**src/hw/rvfi_mon_pkg.sv**
```systemverilog
// Shared types for the retirement trace monitor; every monitor file refers to them by scoped name
package rvfi_mon_pkg;

  ////////////////////////////////////////////////////////////
  // Encodings
  ////////////////////////////////////////////////////////////

  // Debug entry cause with the same encoding as the core's dcsr.cause field
  typedef enum logic [2:0] {
    NONE    = 3'd0,
    EBREAK  = 3'd1,
    TRIGGER = 3'd2,
    HALTREQ = 3'd3,
    STEP    = 3'd4
  } dbg_cause_e;

  // Violation codes; code k owns bit k of a violation vector
  typedef enum logic [2:0] {
    V_NONE               = 3'd0,
    V_TRAP_NO_INTR       = 3'd1,
    V_MCAUSE_MISMATCH    = 3'd2,
    V_DBG_CAUSE_MISMATCH = 3'd3,
    V_STEP_CAUSE_BAD     = 3'd4,
    V_DBG_NO_ACK         = 3'd5,
    V_IRQ_NOT_CAPTURED   = 3'd6,
    V_DBG_NOT_CAPTURED   = 3'd7
  } viol_e;

  // One flag per violation code where bit 0 stays unused since it maps to V_NONE
  localparam int NUM_VIOL = 8;

  typedef logic [NUM_VIOL-1:0] viol_vec_t;

  ////////////////////////////////////////////////////////////
  // Trace traffic
  ////////////////////////////////////////////////////////////

  // Trap report attached to a retiring instruction
  typedef struct packed {
    logic       exception;
    logic       debug;
    dbg_cause_e debug_cause;
    logic [5:0] exception_cause;
  } trap_t;

  // One retirement as seen on the trace port, with the CSR bits the checks need
  typedef struct packed {
    logic       valid;
    logic       intr;
    dbg_cause_e dbg;
    trap_t      trap;
    logic [5:0] mcause_lo;
    logic       dcsr_step;   // dcsr bit 2
    logic       debug_mode;
  } retire_t;

  // Acknowledge strobes and levels from the core controller
  typedef struct packed {
    logic       irq_ack;
    logic       dbg_ack;
    dbg_cause_e dbg_cause;
    logic       ebreak_in_wb;
  } ack_t;

  // Trap information latched by the trace logic at the fetch stage
  typedef struct packed {
    logic       intr;
    dbg_cause_e dbg_cause;
  } capture_t;

endpackage

```
**src/hw/trap_follow_check.sv**
```systemverilog
// Checks each retirement's trap report against the next valid retirement; used inside the monitor top
`timescale 1ns/1ps

module trap_follow_check (
  input  logic                    clk_i,
  input  logic                    rst_ni,
  input  rvfi_mon_pkg::retire_t   retire_i,
  output rvfi_mon_pkg::viol_vec_t viol_o
);

  ////////////////////////////////////////////////////////////
  // State carried from the previous valid retirement
  ////////////////////////////////////////////////////////////

  // Trap report of the last valid retirement including empty reports
  rvfi_mon_pkg::trap_t trap_q;

  // High when the last valid retirement was neither single stepping nor in debug mode
  logic armed_q;

  // Single step or debug mode suspends the intr and mcause rules
  logic no_debug;

  rvfi_mon_pkg::viol_vec_t viol_d;
  rvfi_mon_pkg::viol_vec_t viol_q;

  assign no_debug = !(retire_i.dcsr_step || retire_i.debug_mode);

  always_ff @(posedge clk_i or negedge rst_ni) begin
    if (!rst_ni) begin
      trap_q  <= '0;
      armed_q <= 1'b0;
    end else if (retire_i.valid) begin
      // Every valid retirement replaces the stored report
      trap_q  <= retire_i.trap;
      armed_q <= no_debug;
    end
  end

  ////////////////////////////////////////////////////////////
  // Rule evaluation
  ////////////////////////////////////////////////////////////

  always_comb begin
    viol_d = '0;

    if (retire_i.valid) begin
      // An exception must lead into the handler with intr set
      // and mcause must carry the reported exception code
      if (trap_q.exception && armed_q) begin
        if (!retire_i.intr) begin
          viol_d[rvfi_mon_pkg::V_TRAP_NO_INTR] = 1'b1;
        end
        if (retire_i.mcause_lo != trap_q.exception_cause) begin
          viol_d[rvfi_mon_pkg::V_MCAUSE_MISMATCH] = 1'b1;
        end
      end

      // A debug trap must be followed by debug entry with the same cause
      if (trap_q.debug && (retire_i.dbg != trap_q.debug_cause)) begin
        viol_d[rvfi_mon_pkg::V_DBG_CAUSE_MISMATCH] = 1'b1;
      end

      // Exception and debug together only happen when an exception
      // hits during single step, so the cause has to be STEP
      if (retire_i.trap.exception && retire_i.trap.debug &&
          (retire_i.trap.debug_cause != rvfi_mon_pkg::STEP)) begin
        viol_d[rvfi_mon_pkg::V_STEP_CAUSE_BAD] = 1'b1;
      end
    end
  end

  // Vector shows the rules hit by the inputs of the previous edge only
  always_ff @(posedge clk_i or negedge rst_ni) begin
    if (!rst_ni) begin
      viol_q <= '0;
    end else begin
      viol_q <= viol_d;
    end
  end

  assign viol_o = viol_q;

endmodule

```
**src/hw/ack_capture_check.sv**
```systemverilog
// Checks irq and debug acknowledges against fetch capture and debug retirements; used inside the monitor top
`timescale 1ns/1ps

module ack_capture_check #(
  parameter bit IRQ_CHECK_EN = 1'b1
) (
  input  logic                    clk_i,
  input  logic                    rst_ni,
  input  rvfi_mon_pkg::retire_t   retire_i,
  input  rvfi_mon_pkg::ack_t      ack_i,
  input  rvfi_mon_pkg::capture_t  capture_i,
  output rvfi_mon_pkg::viol_vec_t viol_o
);

  ////////////////////////////////////////////////////////////
  // Acknowledges from the previous cycle
  ////////////////////////////////////////////////////////////

  logic irq_ack_q;
  logic dbg_ack_q;

  // EBREAK while already in debug mode does not show up in the controller's cause
  rvfi_mon_pkg::dbg_cause_e exp_cause;
  rvfi_mon_pkg::dbg_cause_e exp_cause_q;

  // Debug entry seen on the trace port
  logic dbg_retire;

  // Outstanding debug acknowledges not yet matched by a debug retirement
  logic [1:0] ack_cnt_q;

  rvfi_mon_pkg::viol_vec_t viol_d;
  rvfi_mon_pkg::viol_vec_t viol_q;

  assign exp_cause  = (retire_i.debug_mode && ack_i.ebreak_in_wb) ? rvfi_mon_pkg::EBREAK :
                      ack_i.dbg_cause;
  assign dbg_retire = retire_i.valid && (retire_i.dbg != rvfi_mon_pkg::NONE);

  // Expected capture cause travels with the debug acknowledge
  always_ff @(posedge clk_i or negedge rst_ni) begin
    if (!rst_ni) begin
      irq_ack_q   <= 1'b0;
      dbg_ack_q   <= 1'b0;
      exp_cause_q <= rvfi_mon_pkg::NONE;
    end else begin
      irq_ack_q   <= ack_i.irq_ack;
      dbg_ack_q   <= ack_i.dbg_ack;
      exp_cause_q <= exp_cause;
    end
  end

  // Counter holds at its ends instead of wrapping
  always_ff @(posedge clk_i or negedge rst_ni) begin
    if (!rst_ni) begin
      ack_cnt_q <= 2'd0;
    end else if (ack_i.dbg_ack && !dbg_retire && (ack_cnt_q != 2'd3)) begin
      ack_cnt_q <= ack_cnt_q + 2'd1;
    end else if (dbg_retire && !ack_i.dbg_ack && (ack_cnt_q != 2'd0)) begin
      ack_cnt_q <= ack_cnt_q - 2'd1;
    end
  end

  ////////////////////////////////////////////////////////////
  // Rule evaluation
  ////////////////////////////////////////////////////////////

  always_comb begin
    viol_d = '0;
    // Rule is dropped for a vectored interrupt controller
    if (IRQ_CHECK_EN && irq_ack_q && !capture_i.intr) begin
      viol_d[rvfi_mon_pkg::V_IRQ_NOT_CAPTURED] = 1'b1;
    end
    if (dbg_ack_q && (capture_i.dbg_cause != exp_cause_q)) begin
      viol_d[rvfi_mon_pkg::V_DBG_NOT_CAPTURED] = 1'b1;
    end
    // An acknowledge in the same cycle also covers the retirement
    if (dbg_retire && (ack_cnt_q == 2'd0) && !ack_i.dbg_ack) begin
      viol_d[rvfi_mon_pkg::V_DBG_NO_ACK] = 1'b1;
    end
  end

  always_ff @(posedge clk_i or negedge rst_ni) begin
    if (!rst_ni) begin
      viol_q <= '0;
    end else begin
      viol_q <= viol_d;
    end
  end

  assign viol_o = viol_q;

endmodule

```
**src/hw/violation_log.sv**
```systemverilog
// Collects both checkers' violation vectors into sticky flags, a count and the first code
`timescale 1ns/1ps

module violation_log #(
  parameter int CNT_W = 8
) (
  input  logic                    clk_i,
  input  logic                    rst_ni,
  input  logic                    clear_i,
  input  rvfi_mon_pkg::viol_vec_t trap_viol_i,
  input  rvfi_mon_pkg::viol_vec_t ack_viol_i,
  output rvfi_mon_pkg::viol_vec_t flags_o,
  output logic [CNT_W-1:0]        err_cnt_o,
  output rvfi_mon_pkg::viol_e     first_o
);

  // Room for the population of both vectors together
  localparam int POP_W = $clog2(2 * rvfi_mon_pkg::NUM_VIOL + 1);
  localparam int SUM_W = ((CNT_W > POP_W) ? CNT_W : POP_W) + 1;

  rvfi_mon_pkg::viol_vec_t trap_hits;
  rvfi_mon_pkg::viol_vec_t ack_hits;
  rvfi_mon_pkg::viol_vec_t any_hits;
  logic [POP_W-1:0]        pop;
  logic [SUM_W-1:0]        sum;
  logic [CNT_W-1:0]        cnt_next;
  rvfi_mon_pkg::viol_e     low_code;

  // Bit 0 stands for V_NONE and never counts
  assign trap_hits = trap_viol_i & ~rvfi_mon_pkg::viol_vec_t'(1);
  assign ack_hits  = ack_viol_i & ~rvfi_mon_pkg::viol_vec_t'(1);
  assign any_hits  = trap_hits | ack_hits;

  always_comb begin
    pop      = '0;
    low_code = rvfi_mon_pkg::V_NONE;
    for (int k = 0; k < rvfi_mon_pkg::NUM_VIOL; k++) begin
      pop = pop + POP_W'(trap_hits[k]) + POP_W'(ack_hits[k]);
    end
    // Walk downwards so the lowest set code wins
    for (int k = rvfi_mon_pkg::NUM_VIOL - 1; k > 0; k--) begin
      if (any_hits[k]) begin
        low_code = rvfi_mon_pkg::viol_e'(3'(k));
      end
    end
    sum      = SUM_W'(err_cnt_o) + SUM_W'(pop);
    cnt_next = (sum > SUM_W'({CNT_W{1'b1}})) ? {CNT_W{1'b1}} : sum[CNT_W-1:0];
  end

  always_ff @(posedge clk_i or negedge rst_ni) begin
    if (!rst_ni) begin
      flags_o   <= '0;
      err_cnt_o <= '0;
      first_o   <= rvfi_mon_pkg::V_NONE;
    end else if (clear_i) begin
      // Bits arriving with the clear are dropped
      flags_o   <= '0;
      err_cnt_o <= '0;
      first_o   <= rvfi_mon_pkg::V_NONE;
    end else begin
      flags_o   <= flags_o | any_hits;
      err_cnt_o <= cnt_next;
      if ((first_o == rvfi_mon_pkg::V_NONE) && (|any_hits)) begin
        first_o <= low_code;
      end
    end
  end

endmodule

```
**src/hw/rvfi_monitor_top.sv**
```systemverilog
// Top level of the retirement trace monitor; drive the trace inputs and read the violation log
`timescale 1ns/1ps

module rvfi_monitor_top #(
  parameter bit IRQ_CHECK_EN = 1'b1,
  parameter int CNT_W        = 8
) (
  input  logic                    clk_i,
  input  logic                    rst_ni,
  input  rvfi_mon_pkg::retire_t   retire_i,
  input  rvfi_mon_pkg::ack_t      ack_i,
  input  rvfi_mon_pkg::capture_t  capture_i,
  input  logic                    clear_i,
  output rvfi_mon_pkg::viol_vec_t flags_o,
  output logic [CNT_W-1:0]        err_cnt_o,
  output rvfi_mon_pkg::viol_e     first_o
);

  ////////////////////////////////////////////////////////////
  // Checker outputs
  ////////////////////////////////////////////////////////////

  rvfi_mon_pkg::viol_vec_t trap_viol;
  rvfi_mon_pkg::viol_vec_t ack_viol;

  // Rules linking one retirement to the next
  trap_follow_check i_trap_follow_check (
    .clk_i    (clk_i),
    .rst_ni   (rst_ni),
    .retire_i (retire_i),
    .viol_o   (trap_viol)
  );

  // Rules linking acknowledges to fetch capture and debug entry
  ack_capture_check #(
    .IRQ_CHECK_EN (IRQ_CHECK_EN)
  ) i_ack_capture_check (
    .clk_i     (clk_i),
    .rst_ni    (rst_ni),
    .retire_i  (retire_i),
    .ack_i     (ack_i),
    .capture_i (capture_i),
    .viol_o    (ack_viol)
  );

  violation_log #(
    .CNT_W (CNT_W)
  ) i_violation_log (
    .clk_i       (clk_i),
    .rst_ni      (rst_ni),
    .clear_i     (clear_i),
    .trap_viol_i (trap_viol),
    .ack_viol_i  (ack_viol),
    .flags_o     (flags_o),
    .err_cnt_o   (err_cnt_o),
    .first_o     (first_o)
  );

endmodule

```
**config.mk**
```make
export PLATFORM = sky130hd
export DESIGN_NAME = rvfi_monitor_top
export DESIGN_NICKNAME = d
export VERILOG_FILES = /design/src/hw/rvfi_mon_pkg.sv /design/src/hw/trap_follow_check.sv /design/src/hw/ack_capture_check.sv /design/src/hw/violation_log.sv /design/src/hw/rvfi_monitor_top.sv
export SDC_FILE = /design/constraint.sdc
export NUM_CORES = 1
export LEC_CHECK = 0
export BUFFER_PORTS_ARGS = -buffer_cell sky130_fd_sc_hd__clkbuf_2
export CAP_MARGIN = 20
export CORE_MARGIN = 2
export CORE_UTILIZATION = 50
export DETAILED_ROUTE_END_ITERATION = 6
export HOLD_SLACK_MARGIN = 0.12
export PLACE_DENSITY_LB_ADDON = 0.05
export SYNTH_ARGS = -nofsm -noshare
export SYNTH_HDL_FRONTEND = slang
export SYNTH_HIERARCHICAL = 1
export SYNTH_SLANG_ARGS = --single-unit
```
**constraint.sdc**
```tcl
create_clock -name clk_i -period 10.7 [get_ports clk_i]
set_input_delay 2.14 -clock clk_i [delete_from_list [all_inputs] [get_ports clk_i]]
set_output_delay 2.14 -clock clk_i [all_outputs]
set_load 0.01 [all_outputs]
```
==> flow_metrics.env <==
export IMPL_ant_nets=0
export IMPL_viasPerCell=4.84
export IMPL_clk_root_buffer_cell="clkbuf_8"
export IMPL_antenna_cells=0
export IMPL_cts_tree="built"
export IMPL_cp_arrival_ns=4.83
export IMPL_rows=25
export IMPL_synth_avg_cell_area_um2=11.0
export IMPL_status="complete, no violations"
export IMPL_clk_latency_ns=0.30
export IMPL_ioPinCount=56
export IMPL_final_cell_mix="54 x clkbuf_2, 44 x dfrtp_1, 28 x inv_1"
export IMPL_h_tree_depth=2
export IMPL_die_width_um=75.3
export IMPL_postCtsHoldBufs=0
export IMPL_grt_pass1_vias=1663
export IMPL_path_max_fanout=6
export IMPL_grt_use_total_pct=16.3
export IMPL_startpoint_type="flip-flop"
export IMPL_grt_first_pass_wirelength_um=7040
export IMPL_cts_path_max_buffers=2
export IMPL_finalPower_uw=545
export IMPL_drive_above_1_share_pct=28.2
export IMPL_post_dp_hpwl_um=3320
export IMPL_regToRegSetupSlack_ns=6.04
export IMPL_finalHoldWorstSlack_ns=0.442
export IMPL_core_area_mm2=0.00482
export IMPL_post_cts_buffers=0
export IMPL_fmax_mhz=214
export IMPL_required_ns=10.87
export IMPL_wl_um=4290
export IMPL_drt_iter0_markers=62
export IMPL_synth_area_mm2=0.00254
export IMPL_final_common_cell="clkbuf_2"
export IMPL_p_leak_uw=0.00149
export IMPL_clkTransAtPathRegs_ns=0.08
export IMPL_netlist_instances=231
export IMPL_fin_crit_ns=4.66
export IMPL_rsz0062_at_grt="no"
export IMPL_overflow=0
export IMPL_initial_core_util_pct=52.8
export IMPL_gp_congestion=0.811
export IMPL_dp_cells=345
export IMPL_die_h_um=75.3
export IMPL_ir_drop_mv=0.0795
export IMPL_vias=1713
export IMPL_post_cts_resize_count=0
export IMPL_maxSlewViolCount=0
export IMPL_wl_per_cell_um=12.1
export IMPL_critPathCaptureType="flip-flop"
export IMPL_yosysWarnings=6
export IMPL_dieArea_mm2=0.00567
export IMPL_antenna_found_initial=0
export IMPL_areaGrowthSynthToFinish_pct=16.3
export IMPL_clock_sinks=44
export IMPL_cts_buffers=5
export IMPL_grt_max_degree=45
export IMPL_hold_path_class="reg2reg"
export IMPL_final_cell_count_no_fill=354
export IMPL_finalCritPeriodShare_pct=43.6
export IMPL_drt_pass1_iterations=4
export IMPL_hold_violations=0
export IMPL_io_buffers=54
export IMPL_setup_tns_ns=0
export IMPL_critPathKind="reg2reg"
export IMPL_fin_nets=345
export IMPL_p_per_area_mw_per_mm2=184
export IMPL_fin_skew_ns=0.00422
export IMPL_drv_cap=0
export IMPL_drc=0
export IMPL_finalSetupViolations=0
final cells by class:
type,instances,area (um2)
inverter,28,105
multi-input combinational,152,1260
clock buffer,6,82.6
sequential,44,1100
clock inverter,2,38.8
fill,433,1860
tap,67,83.8
timing repair buffer,55,290
flip-flops by register name (all words and copies together), names as in the netlist:
signal / cells
i_trap_follow_check/armed_q: 1
i_violation_log/flags_o: 7
i_ack_capture_check/exp_cause_q: 3
i_trap_follow_check/viol_o: 4
i_ack_capture_check/ack_cnt_q: 2
i_violation_log/err_cnt_o: 8
i_ack_capture_check/viol_o: 3
i_trap_follow_check/trap_q: 11
i_ack_capture_check/dbg_ack_q: 1
i_ack_capture_check/irq_ack_q: 1
i_violation_log/first_o: 3
stage by stage:
stage / area (um2) / util, % / setup WS [ns]
2_1_floorplan: 2560 / - / 6.34
3_3_place_gp: 2820 / 58.5 / 6.14
3_5_place_dp: 2820 / 58.5 / 6.05
4_1_cts: 2940 / 61.0 / 6.05
5_1_grt: 2960 / 61.4 / 5.83
6_report: 2960 / 61.4 / 6.04
power breakdown:
part	switching [uW]	internal, uW
Clock	57.8	76.4
Combinational	108	100
Sequential	15.4	188
routing by layer:
metal  vias up  wire length, um  GRT usage [%]  share of wire (%)
li1        861                -              -                  -
met5         -                0              0                  0
met2        35             2090           27.1                 49
met3         4              178           4.89                4.1
met1       813             2000           21.4                 47
met4         0               25           3.51               0.58
worst max-delay path: stages, from the launching register on:
cell and delay (ns):
dfrtp_1 0.40, inv_1 0.09, fa_1 0.51, fa_1 0.56
fa_1 0.42, fa_1 0.46, fa_1 0.41, fa_1 0.41
xnor2_1 0.14, ha_1 0.33, nand3b_1 0.16, a21boi_1 0.09
o21bai_1 0.41, a21oi_1 0.13
final timing paths:
| check | startpoint | to | cells after the start |
|---|---|---|---|
| worst max-delay path | i_trap_follow_check/viol_o[2] | i_violation_log/err_cnt_o[1] | 13 |
| worst min-delay path | i_ack_capture_check/ack_cnt_q[0] | i_ack_capture_check/viol_o[5] | 1 |
| worst max register to register | i_trap_follow_check/viol_o[2] | i_violation_log/err_cnt_o[1] | 13 |
| worst min register to register | i_ack_capture_check/ack_cnt_q[0] | i_ack_capture_check/viol_o[5] | 1 |
| max in group asynchronous | rst_ni | i_violation_log/flags_o[4] | 2 |
| min in group asynchronous | rst_ni | i_violation_log/err_cnt_o[0] | 1 |
Note: power is estimated with default switching activity, not from simulation.
